==> src/common/peri_pkg.sv <==
// Peripheral block definitions
package peri_pkg;

    // Bus and payload widths.
    typedef logic [11:0] peri_addr_t;
    typedef logic [31:0] peri_data_t;
    typedef logic [7:0]  uart_byte_t;
    typedef logic [15:0] uart_div_t;
    typedef logic [15:0] pwm_cnt_t;

    typedef enum logic [1:0] {tx_idle, tx_start, tx_data, tx_stop} uart_tx_state_t;
    typedef enum logic [1:0] {rx_idle, rx_start, rx_data, rx_stop} uart_rx_state_t;

    localparam int num_pwm       = 4;
    localparam int uart_depth    = 4;
    localparam int uart_ptr_w    = $clog2(uart_depth);
    localparam int uart_init_div = 8;

    // Block base addresses.
    localparam peri_addr_t uart_base  = 12'h000;
    localparam peri_addr_t gpio_base  = 12'h200;
    localparam peri_addr_t rng_base   = 12'h300;
    localparam peri_addr_t pwm_base   = 12'h480;
    localparam peri_addr_t pwm_stride = 12'h010;

    // Register offsets inside a block.
    localparam logic [3:0] reg_data   = 4'h0;
    localparam logic [3:0] reg_status = 4'h4;
    localparam logic [3:0] reg_div    = 4'h8;
    localparam logic [3:0] gpio_out   = 4'h0;
    localparam logic [3:0] gpio_oe    = 4'h4;
    localparam logic [3:0] gpio_in    = 4'h8;
    localparam logic [3:0] gpio_ext   = 4'hC;
    localparam logic [3:0] pwm_period = 4'h0;
    localparam logic [3:0] pwm_duty   = 4'h4;

endpackage

==> src/peri_decode.sv <==
// Peripheral address decoder
`timescale 1ns/1ns

module peri_decode (
    input  logic                         clk,
    input  logic                         rst_n,
    input  logic                         re,
    input  logic                         we,
    input  peri_pkg::peri_addr_t         addr,
    input  peri_pkg::peri_data_t         rdata_uart,
    input  peri_pkg::peri_data_t         rdata_gpio,
    input  peri_pkg::peri_data_t         rdata_rng,
    input  peri_pkg::peri_data_t         rdata_pwm [peri_pkg::num_pwm],
    output logic                         ready,
    output peri_pkg::peri_data_t         rdata,
    output logic                         access,
    output logic                         sel_uart,
    output logic                         sel_gpio,
    output logic                         sel_rng,
    output logic [peri_pkg::num_pwm-1:0] sel_pwm,
    output logic [3:0]                   offset
);
    peri_pkg::peri_addr_t         blk;
    logic                         strobe_q;
    logic                         rsel_uart, rsel_gpio, rsel_rng;
    logic [peri_pkg::num_pwm-1:0] rsel_pwm;

    // Every block spans 16 bytes.
    assign blk    = {addr[11:4], 4'h0};
    assign offset = {addr[3:2], 2'b00};

    // First cycle of a held strobe.
    assign access = (re | we) & ~strobe_q;

    assign sel_uart = blk == peri_pkg::uart_base;
    assign sel_gpio = blk == peri_pkg::gpio_base;
    assign sel_rng  = blk == peri_pkg::rng_base;

    always_comb begin
        for (int i = 0; i < peri_pkg::num_pwm; i++) begin
            sel_pwm[i] = blk == peri_pkg::peri_addr_t'(peri_pkg::pwm_base
                                                       + i * peri_pkg::pwm_stride);
        end
    end

    always_ff @(posedge clk) begin
        if (!rst_n) begin
            strobe_q  <= 1'b0;
            ready     <= 1'b0;
            rsel_uart <= 1'b0;
            rsel_gpio <= 1'b0;
            rsel_rng  <= 1'b0;
            rsel_pwm  <= '0;
        end else begin
            strobe_q <= re | we;
            ready    <= access;
            if (access) begin
                rsel_uart <= re & sel_uart;
                rsel_gpio <= re & sel_gpio;
                rsel_rng  <= re & sel_rng;
                rsel_pwm  <= re ? sel_pwm : '0;
            end
        end
    end

    // Return data from whichever block answered, else zero.
    always_comb begin
        rdata = '0;
        if (rsel_uart) rdata |= rdata_uart;
        if (rsel_gpio) rdata |= rdata_gpio;
        if (rsel_rng) rdata |= rdata_rng;
        for (int i = 0; i < peri_pkg::num_pwm; i++) begin
            if (rsel_pwm[i]) rdata |= rdata_pwm[i];
        end
    end

endmodule

==> src/peri_gpio.sv <==
// GPIO port with PWM takeover
`timescale 1ns/1ns

module peri_gpio (
    input  logic                         clk,
    input  logic                         rst_n,
    input  logic                         sel,
    input  logic                         access,
    input  logic                         re,
    input  logic                         we,
    input  logic [3:0]                   offset,
    input  peri_pkg::peri_data_t         wdata,
    input  logic [peri_pkg::num_pwm-1:0] pwm_sig,
    input  logic [31:0]                  gpio_in,
    output peri_pkg::peri_data_t         rdata,
    output logic [31:0]                  gpio_out,
    output logic [31:0]                  gpio_oe
);
    logic [31:0]                  out_q, oe_q;
    logic [peri_pkg::num_pwm-1:0] ext_q;
    logic [31:0]                  in_meta, in_sync;

    always_ff @(posedge clk) begin
        if (!rst_n) begin
            out_q <= '0;
            oe_q  <= '0;
            ext_q <= '0;
        end else if (sel && access && we) begin
            case (offset)
                peri_pkg::gpio_out: out_q <= wdata;
                peri_pkg::gpio_oe:  oe_q  <= wdata;
                peri_pkg::gpio_ext: ext_q <= wdata[peri_pkg::num_pwm-1:0];
                default:            ;
            endcase
        end
    end

    always_ff @(posedge clk) begin
        in_meta <= gpio_in;
        in_sync <= in_meta;
        if (sel && access && re) begin
            case (offset)
                peri_pkg::gpio_out: rdata <= out_q;
                peri_pkg::gpio_oe:  rdata <= oe_q;
                peri_pkg::gpio_in:  rdata <= in_sync;
                default:            rdata <= {{(32 - peri_pkg::num_pwm){1'b0}}, ext_q};
            endcase
        end
    end

    // Low pins handed to a PWM channel are always driven.
    always_comb begin
        gpio_out = out_q;
        gpio_oe  = oe_q;
        for (int i = 0; i < peri_pkg::num_pwm; i++) begin
            if (ext_q[i]) begin
                gpio_out[i] = pwm_sig[i];
                gpio_oe[i]  = 1'b1;
            end
        end
    end

endmodule

==> src/peri_pwm.sv <==
// PWM generator
`timescale 1ns/1ns

module peri_pwm (
    input  logic                 clk,
    input  logic                 rst_n,
    input  logic                 sel,
    input  logic                 access,
    input  logic                 re,
    input  logic                 we,
    input  logic [3:0]           offset,
    input  peri_pkg::peri_data_t wdata,
    output peri_pkg::peri_data_t rdata,
    output logic                 pwm_out
);
    peri_pkg::pwm_cnt_t period, duty, cnt;

    always_ff @(posedge clk) begin
        if (!rst_n) begin
            period  <= '0;
            duty    <= '0;
            cnt     <= '0;
            pwm_out <= 1'b0;
        end else begin
            // Counter wraps after reaching period.
            cnt     <= (cnt >= period) ? '0 : cnt + 16'd1;
            pwm_out <= cnt < duty;
            if (sel && access && we) begin
                cnt <= '0;
                if (offset == peri_pkg::pwm_period) period <= wdata[15:0];
                if (offset == peri_pkg::pwm_duty) duty <= wdata[15:0];
            end
        end
    end

    always_ff @(posedge clk) begin
        if (sel && access && re) begin
            case (offset)
                peri_pkg::pwm_period: rdata <= {16'h0, period};
                peri_pkg::pwm_duty:   rdata <= {16'h0, duty};
                default:              rdata <= '0;
            endcase
        end
    end

endmodule

==> src/peri_subsys.sv <==
// Peripheral subsystem
`timescale 1ns/1ns

module peri_subsys (
    input  logic                 clk,
    input  logic                 rst_n,
    input  logic                 re,
    input  logic                 we,
    input  peri_pkg::peri_addr_t addr,
    input  peri_pkg::peri_data_t wdata,
    input  logic                 rxd,
    input  logic [31:0]          gpio_in,
    input  logic [31:0]          randomness,
    output peri_pkg::peri_data_t rdata,
    output logic                 ready,
    output logic                 txd,
    output logic [31:0]          gpio_out,
    output logic [31:0]          gpio_oe,
    output logic [1:0]           irq
);
    logic                         access;
    logic                         sel_uart, sel_gpio, sel_rng;
    logic [peri_pkg::num_pwm-1:0] sel_pwm;
    logic [3:0]                   offset;
    peri_pkg::peri_data_t         rdata_uart, rdata_gpio, rdata_rng;
    peri_pkg::peri_data_t         rdata_pwm [peri_pkg::num_pwm];
    logic [peri_pkg::num_pwm-1:0] pwm_sig;
    logic                         tx_empty, rx_valid;

    assign irq = {rx_valid, tx_empty};

    peri_decode decode_inst (
        .clk (clk), .rst_n (rst_n), .re (re), .we (we), .addr (addr),
        .rdata_uart (rdata_uart), .rdata_gpio (rdata_gpio),
        .rdata_rng (rdata_rng), .rdata_pwm (rdata_pwm),
        .ready (ready), .rdata (rdata), .access (access),
        .sel_uart (sel_uart), .sel_gpio (sel_gpio), .sel_rng (sel_rng),
        .sel_pwm (sel_pwm), .offset (offset)
    );

    peri_uart uart_inst (
        .clk (clk), .rst_n (rst_n), .sel (sel_uart), .access (access),
        .re (re), .we (we), .offset (offset), .wdata (wdata), .rxd (rxd),
        .rdata (rdata_uart), .txd (txd), .tx_empty (tx_empty), .rx_valid (rx_valid)
    );

    peri_gpio gpio_inst (
        .clk (clk), .rst_n (rst_n), .sel (sel_gpio), .access (access),
        .re (re), .we (we), .offset (offset), .wdata (wdata),
        .pwm_sig (pwm_sig), .gpio_in (gpio_in),
        .rdata (rdata_gpio), .gpio_out (gpio_out), .gpio_oe (gpio_oe)
    );

    for (genvar i = 0; i < peri_pkg::num_pwm; i++) begin : gen_pwm
        peri_pwm pwm_inst (
            .clk (clk), .rst_n (rst_n), .sel (sel_pwm[i]), .access (access),
            .re (re), .we (we), .offset (offset), .wdata (wdata),
            .rdata (rdata_pwm[i]), .pwm_out (pwm_sig[i])
        );
    end

    // Randomness sampled on read.
    always_ff @(posedge clk) begin
        if (sel_rng && access && re) rdata_rng <= randomness;
    end

endmodule

==> src/uart/peri_uart.sv <==
// UART register block
`timescale 1ns/1ns

module peri_uart (
    input  logic                 clk,
    input  logic                 rst_n,
    input  logic                 sel,
    input  logic                 access,
    input  logic                 re,
    input  logic                 we,
    input  logic [3:0]           offset,
    input  peri_pkg::peri_data_t wdata,
    input  logic                 rxd,
    output peri_pkg::peri_data_t rdata,
    output logic                 txd,
    output logic                 tx_empty,
    output logic                 rx_valid
);
    peri_pkg::uart_div_t             div;
    peri_pkg::uart_byte_t            tx_mem [peri_pkg::uart_depth];
    peri_pkg::uart_byte_t            rx_mem [peri_pkg::uart_depth];
    logic [peri_pkg::uart_ptr_w-1:0] tx_wp, tx_rp, rx_wp, rx_rp;
    logic [peri_pkg::uart_ptr_w:0]   tx_cnt, rx_cnt;
    logic                            rx_overrun;
    logic                            wr, rd;
    logic                            tx_busy, tx_start, tx_full, tx_push;
    logic                            rx_full, rx_push, rx_pop;
    logic                            rx_byte_valid;
    peri_pkg::uart_byte_t            rx_byte;

    assign wr = sel & access & we;
    assign rd = sel & access & re;

    assign tx_full  = tx_cnt == peri_pkg::uart_depth;
    assign tx_empty = tx_cnt == '0 && !tx_busy;
    assign tx_push  = wr && offset == peri_pkg::reg_data && !tx_full;
    // Hand the oldest byte over once the serializer is free.
    assign tx_start = !tx_busy && tx_cnt != '0;

    assign rx_full  = rx_cnt == peri_pkg::uart_depth;
    assign rx_valid = rx_cnt != '0;
    assign rx_push  = rx_byte_valid && !rx_full;
    assign rx_pop   = rd && offset == peri_pkg::reg_data && rx_valid;

    always_ff @(posedge clk) begin
        if (!rst_n) begin
            div        <= peri_pkg::uart_div_t'(peri_pkg::uart_init_div);
            tx_wp      <= '0;
            tx_rp      <= '0;
            tx_cnt     <= '0;
            rx_wp      <= '0;
            rx_rp      <= '0;
            rx_cnt     <= '0;
            rx_overrun <= 1'b0;
        end else begin
            if (wr && offset == peri_pkg::reg_div) div <= wdata[15:0];
            if (tx_push) tx_wp <= tx_wp + 1'b1;
            if (tx_start) tx_rp <= tx_rp + 1'b1;
            tx_cnt <= tx_cnt + tx_push - tx_start;
            if (rx_push) rx_wp <= rx_wp + 1'b1;
            if (rx_pop) rx_rp <= rx_rp + 1'b1;
            rx_cnt <= rx_cnt + rx_push - rx_pop;
            // A new overrun wins over a status read in the same cycle.
            if (rd && offset == peri_pkg::reg_status) rx_overrun <= 1'b0;
            if (rx_byte_valid && rx_full) rx_overrun <= 1'b1;
        end
    end

    always_ff @(posedge clk) begin
        if (tx_push) tx_mem[tx_wp] <= wdata[7:0];
        if (rx_push) rx_mem[rx_wp] <= rx_byte;
        if (rd) begin
            case (offset)
                peri_pkg::reg_data:   rdata <= {24'h0, rx_valid ? rx_mem[rx_rp] : 8'h00};
                peri_pkg::reg_status: rdata <= {28'h0, rx_overrun, rx_valid, tx_full, tx_empty};
                peri_pkg::reg_div:    rdata <= {16'h0, div};
                default:              rdata <= '0;
            endcase
        end
    end

    uart_tx tx_inst (
        .clk     (clk),
        .rst_n   (rst_n),
        .div     (div),
        .start   (tx_start),
        .byte_in (tx_mem[tx_rp]),
        .busy    (tx_busy),
        .txd     (txd)
    );

    uart_rx rx_inst (
        .clk        (clk),
        .rst_n      (rst_n),
        .div        (div),
        .rxd        (rxd),
        .byte_valid (rx_byte_valid),
        .byte_out   (rx_byte)
    );

endmodule

==> src/uart/uart_rx.sv <==
// UART 8N1 receiver
`timescale 1ns/1ns

module uart_rx (
    input  logic                 clk,
    input  logic                 rst_n,
    input  peri_pkg::uart_div_t  div,
    input  logic                 rxd,
    output logic                 byte_valid,
    output peri_pkg::uart_byte_t byte_out
);
    peri_pkg::uart_rx_state_t state;
    peri_pkg::uart_div_t      bit_cnt;
    logic [2:0]               bit_idx;
    logic                     rxd_meta, rxd_sync, rxd_last;
    logic                     half_done, bit_done;

    assign half_done = bit_cnt == {1'b0, div[15:1]} - 16'd1;
    assign bit_done  = bit_cnt == div - 16'd1;

    always_ff @(posedge clk) begin
        if (!rst_n) begin
            rxd_meta   <= 1'b1;
            rxd_sync   <= 1'b1;
            rxd_last   <= 1'b1;
            state      <= peri_pkg::rx_idle;
            bit_cnt    <= '0;
            bit_idx    <= '0;
            byte_valid <= 1'b0;
        end else begin
            rxd_meta   <= rxd;
            rxd_sync   <= rxd_meta;
            rxd_last   <= rxd_sync;
            byte_valid <= 1'b0;
            bit_cnt    <= bit_cnt + 16'd1;
            case (state)
                peri_pkg::rx_idle: begin
                    bit_cnt <= '0;
                    // Falling edge starts a frame.
                    if (rxd_last && !rxd_sync) state <= peri_pkg::rx_start;
                end
                peri_pkg::rx_start: begin
                    if (half_done) begin
                        bit_cnt <= '0;
                        bit_idx <= '0;
                        // Glitch check at the start bit centre.
                        state   <= rxd_sync ? peri_pkg::rx_idle : peri_pkg::rx_data;
                    end
                end
                peri_pkg::rx_data: begin
                    if (bit_done) begin
                        bit_cnt <= '0;
                        bit_idx <= bit_idx + 3'd1;
                        if (bit_idx == 3'd7) state <= peri_pkg::rx_stop;
                    end
                end
                default: begin
                    if (bit_done) begin
                        byte_valid <= rxd_sync;
                        state      <= peri_pkg::rx_idle;
                    end
                end
            endcase
        end
    end

    // Data bits arrive LSB first.
    always_ff @(posedge clk) begin
        if (state == peri_pkg::rx_data && bit_done) byte_out[bit_idx] <= rxd_sync;
    end

endmodule

==> src/uart/uart_tx.sv <==
// UART 8N1 transmitter
`timescale 1ns/1ns

module uart_tx (
    input  logic                 clk,
    input  logic                 rst_n,
    input  peri_pkg::uart_div_t  div,
    input  logic                 start,
    input  peri_pkg::uart_byte_t byte_in,
    output logic                 busy,
    output logic                 txd
);
    peri_pkg::uart_tx_state_t state;
    peri_pkg::uart_div_t      bit_cnt;
    logic [2:0]               bit_idx;
    peri_pkg::uart_byte_t     tx_byte;
    logic                     bit_done;

    assign busy     = state != peri_pkg::tx_idle;
    assign bit_done = bit_cnt == div - 16'd1;

    always_ff @(posedge clk) begin
        if (!rst_n) begin
            state   <= peri_pkg::tx_idle;
            bit_cnt <= '0;
            bit_idx <= '0;
            txd     <= 1'b1;
        end else begin
            bit_cnt <= (bit_done || !busy) ? '0 : bit_cnt + 16'd1;
            case (state)
                peri_pkg::tx_idle: begin
                    if (start) begin
                        state <= peri_pkg::tx_start;
                        txd   <= 1'b0;
                    end
                end
                peri_pkg::tx_start: begin
                    if (bit_done) begin
                        state   <= peri_pkg::tx_data;
                        bit_idx <= '0;
                        txd     <= tx_byte[0];
                    end
                end
                peri_pkg::tx_data: begin
                    if (bit_done) begin
                        if (bit_idx == 3'd7) begin
                            state <= peri_pkg::tx_stop;
                            txd   <= 1'b1;
                        end else begin
                            bit_idx <= bit_idx + 3'd1;
                            txd     <= tx_byte[bit_idx + 3'd1];
                        end
                    end
                end
                default: begin
                    if (bit_done) state <= peri_pkg::tx_idle;
                end
            endcase
        end
    end

    // Character latched when the frame begins.
    always_ff @(posedge clk) begin
        if (start && !busy) tx_byte <= byte_in;
    end

endmodule
==> config.mk <==
export PLATFORM = sky130hd
export DESIGN_NAME = peri_subsys
export DESIGN_NICKNAME = d
export VERILOG_FILES = /design/src/common/peri_pkg.sv /design/src/peri_decode.sv /design/src/peri_gpio.sv /design/src/peri_pwm.sv /design/src/peri_subsys.sv /design/src/uart/peri_uart.sv /design/src/uart/uart_rx.sv /design/src/uart/uart_tx.sv
export SDC_FILE = /design/constraint.sdc
export NUM_CORES = 1
export LEC_CHECK = 0
export BUFFER_PORTS_ARGS = -buffer_cell sky130_fd_sc_hd__clkbuf_2
export CORE_ASPECT_RATIO = 1.5
export CORE_MARGIN = 8
export CORE_UTILIZATION = 25
export CTS_CLUSTER_SIZE = 10
export DETAILED_ROUTE_END_ITERATION = 6
export GPL_ROUTABILITY_DRIVEN = 0
export SLEW_MARGIN = 20
export SYNTH_ARGS = -nofsm -noshare
export SYNTH_HDL_FRONTEND = slang
export SYNTH_SLANG_ARGS = --single-unit
==> constraint.sdc <==
create_clock -name clk -period 11.05 [get_ports clk]
set_input_delay 1.6575 -clock clk [delete_from_list [all_inputs] [get_ports clk]]
set_output_delay 1.6575 -clock clk [all_outputs]
set_load 0.02 [all_outputs]
== Word level (Yosys, flattened, before mapping) ==
Memories as Yosys holds them, arrays and structs flattened. A register that Yosys moved wholly into a read port is not among the register bits.
Index checks and enable logic that the tools add are counted.

* Memories: 2
* RAM bits: 64
* Flip-flop bits (word level): 647
* Word-level logic and storage cells: 267
* Input port bits: 113
* Output and inout bits: 100

{| class="wikitable"
|+ Memories
! name !! words !! bits a word !! read ports !! clocked after Yosys merged registers in !! wr ports !! line !! RTL
|-
| uart_inst.rx_mem || 4 || 8 || 1 || 1 || 1 || peri_uart.sv:21 || <nowiki>peri_pkg::uart_byte_t rx_mem [peri_pkg::uart_depth];</nowiki>
|-
| uart_inst.tx_mem || 4 || 8 || 1 || 1 || 1 || peri_uart.sv:20 || <nowiki>peri_pkg::uart_byte_t tx_mem [peri_pkg::uart_depth];</nowiki>
|}

* Bitwise operators: 17
* Reductions and logical operators: 72
* Add/subtract/negate cells: 18
* Equal/unequal tests: 29
* Muxes and demuxes: 64
* Magnitude comparators: 11

{| class="wikitable"
|+ Operators by type and width
! operator !! number
|-
| $mux W32 || 7
|-
| $or A32 B32 Y32 || 6
|-
| $pmux W16 S2 || 4
|-
| $add A16 B1 Y16 const B || 6
|-
| $pmux W16 S3 || 2
|-
| $pmux W32 S3 || 1
|-
| $ge A16 B16 Y1 || 4
|-
| $lt A16 B16 Y1 || 4
|-
| $eq A16 B16 Y1 || 3
|-
| $eq A8 B7 Y1 const B || 4
|-
| $mux W16 || 2
|-
| $logic_and A1 B1 Y1 || 31
|-
| $mux W2 || 13
|-
| $reduce_and A2 Y1 || 11
|-
| $mux W1 || 20
|-
| $ne A2 B2 Y1 const B || 9
|-
| $eq A8 B6 Y1 const B || 2
|-
| $sub A15 B1 Y16 const B || 1
|-
| $sub A16 B1 Y16 const B || 1
|-
| $mux W3 || 5
|-
| $eq A3 B3 Y1 const B || 4
|-
| $logic_not A12 Y1 || 1
|-
| $pmux W2 S3 || 2
|-
| $pmux W3 S2 || 2
|-
| other kinds (30) || 66
|}

== Depth between registers and ports, before layout ==
Gate-level depths: netlist of run 1.

* Word-level depth: 13
* Depth in mapped cells: 14
* Mapped depth without buffers: 13

== Modules after synthesis ==
A second synthesis of run 1 with hierarchy kept.

* Cell total of the unflattened synthesis: 3209
* Area, all modules: 31911.9 um2

{| class="wikitable"
|+ Modules (own cells, without submodules)
! module !! area an instance (um2) !! times used !! cells each !! seq. area each (um2)
|-
| peri_pwm || 3435.8 || 4 || 382 || 1461.4
|-
| peri_gpio || 6274.8 || 1 || 566 || 3603.5
|-
| peri_uart || 4737.0 || 1 || 331 || 3103.0
|-
| uart_rx || 2697.6 || 1 || 323 || 740.7
|-
| uart_tx || 1966.9 || 1 || 223 || 680.7
|-
| peri_decode || 1510.2 || 1 || 203 || 180.2
|-
| peri_subsys || 982.2 || 1 || 35 || 960.9
|}

== Least setup slack after synthesis of run 1 ==
No wires, ideal clock.

* Path type: input to register
* Start: input addr[5]
* End: register uart_inst.rx_cnt[2] in the netlist's numbering
* Data arrival time: 4574 ps
* Setup slack: 6348 ps
* Buffers on the path: 0
* Library setup time: 128 ps
* Cell stages on the path: 13
* Data required time: 10922 ps
* Cells stage by stage: or4_1 > or4_1 > nor2_1 > nand3b_1 > nor4_1 > ha_1 > inv_1 > ha_1 > inv_1 > fa_1 > xor2_1 > xnor2_1 > nor2_1

* Cells in the longest elaborated chain, start to end: 6

{| class="wikitable"
|+ RTL lines
! what !! line !! RTL
|-
| start, declared || peri_subsys.sv:9 || <nowiki>input peri_pkg::peri_addr_t addr,</nowiki>
|-
| $logic_not A12 Y1 || peri_decode.sv:35 || <nowiki>assign sel_uart = blk == peri_pkg::uart_base;</nowiki>
|-
| $and A1 B1 Y1 (2 in series) || peri_uart.sv:32 || <nowiki>assign rd = sel & access & re;</nowiki>
|-
| $logic_and A1 B1 Y1 (2 in series) || peri_uart.sv:43 || <nowiki>assign rx_pop = rd && offset == peri_pkg::reg_data && rx_valid;</nowiki>
|-
| named net uart_inst.rx_pop || peri_uart.sv:27 || <nowiki>logic rx_full, rx_push, rx_pop;</nowiki>
|-
| $sub A3 B1 Y3 || peri_uart.sv:62 || <nowiki>rx_cnt <= rx_cnt + rx_push - rx_pop;</nowiki>
|-
| end signal, assigned || peri_uart.sv:62 ||
|-
| end, declared || peri_uart.sv:23 || <nowiki>logic [peri_pkg::uart_ptr_w:0] tx_cnt, rx_cnt;</nowiki>
|}

The timed path passes the listed nets, and every way through them passes these cells.
A chain may end at the register's enable or synchronous reset.

== Worst setup path in the final report of run 1 ==
Ends and elaborated chain as after synthesis.

==> results.cfg, run 1 <==
[clock_network]
cts_tree = yes
clockRootBuffer = clkbuf_16
cts_setup_buffers = 0
clockBufferDepth = 3
numCtsBuffers = 76
cts.sink_count = 641
htreeDepth = 3
cts-hold-fix-buffers = 0
clk_pin_slew_worst_paths_ns = 0.06
cts_resized = 0
clock_latency_ns = 0.65

[timing]
period_share_pct = 45.58
tns_ns = 0
min_period_ns = 5.037
relSlewSlack_pct = 22.60
finalSetupViolations = 0
fmax_ghz = 0.1985
finalHoldViolations = 0
tightest_slew_ns = 1.161
slew_viol_final = 0
setup_ws_ns = 6.013
skew_ns = 0.03762
rsz0062_at_grt = false
holdWs_ns = 0.3220

[floorplan]
die_x_um = 300.7
die_y_um = 443.1
placementRows = 156
io_pins = 213
core_area_um2 = 120600
die_area_um2 = 133300
start_util_pct = 25.20

[synth]
async_flop_share_pct = 0
synth_nets = 3350
synth_area_um2 = 30400
avgSynthCellArea_um2 = 9.874
ys_seq_elements = 641
yosysTopAreaCell = dfxtp_1
ys_dominant_reg_cell = dfxtp_1
synth_top_area_share_pct = 27.46
synthMostInstantiatedCell = dfxtp_1
synthTopCellsByArea = dfxtp_1 (27%), edfxtp_1 (22%), ha_1 (6.4%)
netlist-cell-type-count = 84
ys_warn_count = 0
ys_seq_area_share_pct = 49.58
synthCells = 3079
synth_commonest_cells = dfxtp_1 (417), nand2_1 (340), nor2_1 (291)
synth_edf_count = 224

[detailed_routing]
ant_nets = 0
drc = 0
dr.pass1.iters = 7
first_iter_violations = 1897
wire_per_inst_um = 20.27
vias_per_cell = 4.791
vias = 22970
routed_wl_um = 97220

[power_and_ir_drop]
p_comb_share_pct = 5.5
leakagePower_nw = 12.59
p_clk_share_pct = 45.7
powerDensity_nw_per_um2 = 147.8
p_sw_share_pct = 23.49
internal_power_mw = 3.945
p_sw_mw = 1.211
ir_worst_vdd_mv = 0.08456
finalPower_mw = 5.156
p_seq_share_pct = 48.7

[setup_path]
crit_required_ns = 11.54
cp-start-kind = primary input
cp-end-kind = flop
cp_max_fo = 8
arrival_ns = 5.53
path_class = in2reg

[place]
portBuffers = 210
pre_cts_ws_ns = 5.483
place.detailed.hpwl_um = 68850
numPlacedInstances = 4654

[global_routing]
grtUsageTotal_pct = 14.12
grt_max_degree = 116
first_global_vias = 22740
grt_pass1_wl_um = 144600
antenna_found_initial = 7
grt_overflow = 0

[final_layout]
nets = 3423
final-instance-count-excl-fill = 4795
layout-drive-gt1-share_pct = 12.75
area_growth_pct = 14.72

[run_status]
status = completed

[flow_run]
cap_violations = 0

[min_path]
hp-class = reg2reg
-- cell usage in the layout (no fill, tap or decap), drive strengths merged, types with 22 or more instances in the layout --
cell,instances
a21oi,236
nor2,293
ha,156
xnor2,82
buf,31
a22oi,34
and2,22
nand2b,25
mux4,22
nand2,340
nor3,27
o21ai,90
inv,176
mux2i,184
dfxtp,417
a21o,46
clkbuf,334
xor2,63
and3,25
edfxtp,224
nand4,32
nand3,119
-- sequential cells by signal (all words and copies together), names as in the netlist, 16 cells and up, named ones only --
register,flops
gen_pwm.pwm_inst.cnt,64
gen_pwm.pwm_inst.duty,64
gen_pwm.pwm_inst.period,64
gen_pwm.pwm_inst.rdata,64
gpio_inst.in_meta,32
gpio_inst.in_sync,32
gpio_inst.oe_q,32
gpio_inst.out_q,32
gpio_inst.rdata,32
rdata_rng,32
uart_inst.rx_mem,32
uart_inst.tx_mem,32
uart_inst.div,16
uart_inst.rdata,16
uart_inst.rx_inst.bit_cnt,16
uart_inst.tx_inst.bit_cnt,16
-- routing by layer --
layer	GRT usage (%)	vias to the layer above	share of wire, %
met5	0	-	0
met4	6.037	0	4.2
met3	3.056	174	7.2
met2	24.29	777	49
met1	16.80	11180	40
li1	-	10840	-
-- power by group through the flow --
stage / combinational (mW) / clock (mW) / sequential [mW]
floorplan: 0.190 / 0 / 2.55
global placement: 0.285 / 0 / 2.56
detailed placement: 0.288 / 0 / 2.56
CTS: 0.289 / 2.42 / 2.51
global route: 0.312 / 2.51 / 2.52
finish: 0.286 / 2.36 / 2.51
-- final timing paths --
path | slack (ns) | depth (start not counted) | from | endpoint
max | 6.01 | 14 | addr[5] | uart_inst.rx_cnt[2]
min | 0.32 | 0 | gpio_inst.in_meta[12] | gpio_inst.in_sync[12]
max reg2reg | 6.72 | 9 | uart_inst.div[2] | uart_inst.rx_inst.byte_out[1]
min reg2reg | 0.32 | 0 | gpio_inst.in_meta[12] | gpio_inst.in_sync[12]
-- area by class of cell --
type,instances,area [um2]
inverter,173,656.9
antenna,7,17.52
sequential,641,15080
timing repair buffer,239,1277
fill,12630,85750
clock buffer,126,2205
multi-input combinational,2021,13590
tap,1580,1977
clock inverter,8,76.32
-- kinds of logic after synthesis --
family          Yosys count  synth area share (%)
buf+inv                 417                 5.984
mux                     212                 7.910
xor+xnor                146                 4.251
fa+ha+maj               158                 6.552
simple gates            988                 15.18
flops                   641                 49.58
compound gates          517                 10.54
-- stage by stage --
| stage | utilization (%) | instance area, um2 |
|---|---|---|
| 6_report | 28.91 | 34880 |
| 5_1_grt | 28.90 | 34860 |
| 4_1_cts | 28.88 | 34830 |
| 3_5_place_dp | 26.99 | 32550 |
| 3_3_place_gp | 26.98 | 32550 |
| 2_1_floorplan | - | 30400 |
-- worst max-delay path: stages --
cell and delay (ns):
clkbuf_2 0.25, or4_1 0.56, or4_1 0.58, nor2_1 0.29
nand3b_1 0.24, nor4_1 0.63, ha_1 0.35, inv_1 0.06
ha_1 0.13, inv_1 0.05, fa_1 0.37, xor2_1 0.17
xnor2_1 0.14, nor2_1 0.06
Power figures use the tool's default switching activity.
==> inputs of run 2 (changes only) <==
Clock period 11.05 ns to 5.2 ns, I/O delays scaled along.
==> results.cfg, run 2 (synthesized netlist as in run 1, its figures left out) <==
[global_routing]
grt_overflow = 0
grtUsageTotal_pct = 13.99
grt.busiest_layer = met2
met1_usage_pct = 15.87
antenna_found_initial = 8
first_global_vias = 22470
grt_max_degree = 106
grt_pass1_wl_um = 143100
use_met3_pct = 3.637
use_met2_pct = 24.69

[detailed_routing]
wire_per_inst_um = 20.17
vias = 22890
drc = 1
dr.pass1.iters = 7
first_iter_violations = 1901
ant_nets = 0
routed_wl_um = 96800
vias_per_cell = 4.771

[place]
pre_cts_ws_ns = 0.6049
portBuffers = 210
place.detailed.hpwl_um = 69220

[power_and_ir_drop]
p_sw_share_pct = 23.17
p_sw_mw = 2.519
p_comb_share_pct = 5.6
p_seq_share_pct = 49.2
leakagePower_nw = 12.62
p_clk_share_pct = 45.3
internal_power_mw = 8.354
powerDensity_nw_per_um2 = 311.5
ir_worst_vdd_mv = 0.2054

[clock_network]
cts_tree = yes
htreeDepth = 3
clockRootBuffer = clkbuf_16
cts-hold-fix-buffers = 0
clock_latency_ns = 0.63
cts_resized = 0
clk_pin_slew_worst_paths_ns = 0.06
cts.sink_count = 641
numCtsBuffers = 76
clockBufferDepth = 3
cts_setup_buffers = 0

[setup_path]
worst_path_max_delay_cell = or4b_4
cpLargestDelayFamily = simple AND/OR/NAND/NOR gates
path_class = reg2reg
cp-end-kind = flop
rrSetupSlack_ns = 0.85
arrival_ns = 4.81
cp_slowest_stage_delay_ns = 0.64
cp_cell_sequence = inv_1 -> ha_1 -> or4b_4 -> nor4_4 -> mux2_2 -> a2111oi_0 -> and4_1 -> o22ai_1 -> o21ai_2 -> nor2_1
crit_required_ns = 5.66
path_buf_inv = 1
cp_max_fo = 16
cp-start-kind = flop

[floorplan]
die_area_um2 = 133300
core_area_um2 = 120600
die_x_um = 300.7
die_y_um = 443.1
start_util_pct = 25.20
placementRows = 156
io_pins = 213

[timing]
holdWs_ns = 0.2605
min_period_ns = 4.352
tns_ns = 0
rsz0062_at_grt = false
period_share_pct = 83.68
skew_ns = 0.03316
relSlewSlack_pct = 22.75
fmax_ghz = 0.2298
slew_viol_final = 0
finalSetupViolations = 0
tightest_slew_ns = 1.159
finalHoldViolations = 0
setup_ws_ns = 0.8484

[final_layout]
area_growth_pct = 14.78
mostFrequentLayoutCells = dfxtp_1 (416), nand2_1 (340), nor2_1 (289), a21oi_1 (236), edfxtp_1 (224)
layout-drive-gt1-share_pct = 12.89
nets = 3431
layout_commonest_cell = dfxtp_1

[flow_run]
cap_violations = 0

[run_status]
violations = design-rule violations
status = finished, violations left

[min_path]
hp-class = in2reg
-- run 2: layout make-up --
cell class	instances	area, um2
diodes	6	15.01
clock buffers	124	2185
clock inverters	6	68.82
fillers	12600	85730
inverters	173	656.9
multi-input cells	2021	13580
flip-flops and latches	641	15080
well taps	1580	1977
repair buffers	247	1338
-- run 2: power groups by stage --
stage,clock network (mW),logic (mW),registers (mW)
after floorplan,0,0.405,5.41
after global placement,0,0.610,5.45
after detailed placement,0,0.615,5.45
after CTS,5.04,0.619,5.35
after global routing,5.24,0.661,5.35
final,4.92,0.607,5.35
-- run 2: path summary, 6_finish.rpt --
check	startpoint	endpoint	cells after the start
worst min-delay path	gpio_in[8]	gpio_inst.in_meta[8]	1
worst min register to register	gpio_inst.in_meta[4]	gpio_inst.in_sync[4]	0
worst max-delay path	uart_inst.div[2]	uart_inst.rx_inst.bit_cnt[11]	10
worst max register to register	uart_inst.div[2]	uart_inst.rx_inst.bit_cnt[11]	10
-- run 2: routing by layer --
layer,share of wire (%),vias to the layer above
li1,-,10850
met1,38,11100
met2,50,761
met3,7.7,181
met4,4.0,0
met5,0,-
-- run 2: through the flow --
step | instance area [um2] | util [%] | total power, mW | instances
2_1_floorplan | 30400 | - | 5.818 | 3079
3_3_place_gp | 32610 | 27.03 | 6.058 | 4662
3_5_place_dp | 32610 | 27.03 | 6.069 | 4662
4_1_cts | 34860 | 28.90 | 11.01 | 4792
5_1_grt | 34890 | 28.92 | 11.26 | 4794
6_report | 34900 | 28.93 | 10.87 | 4798
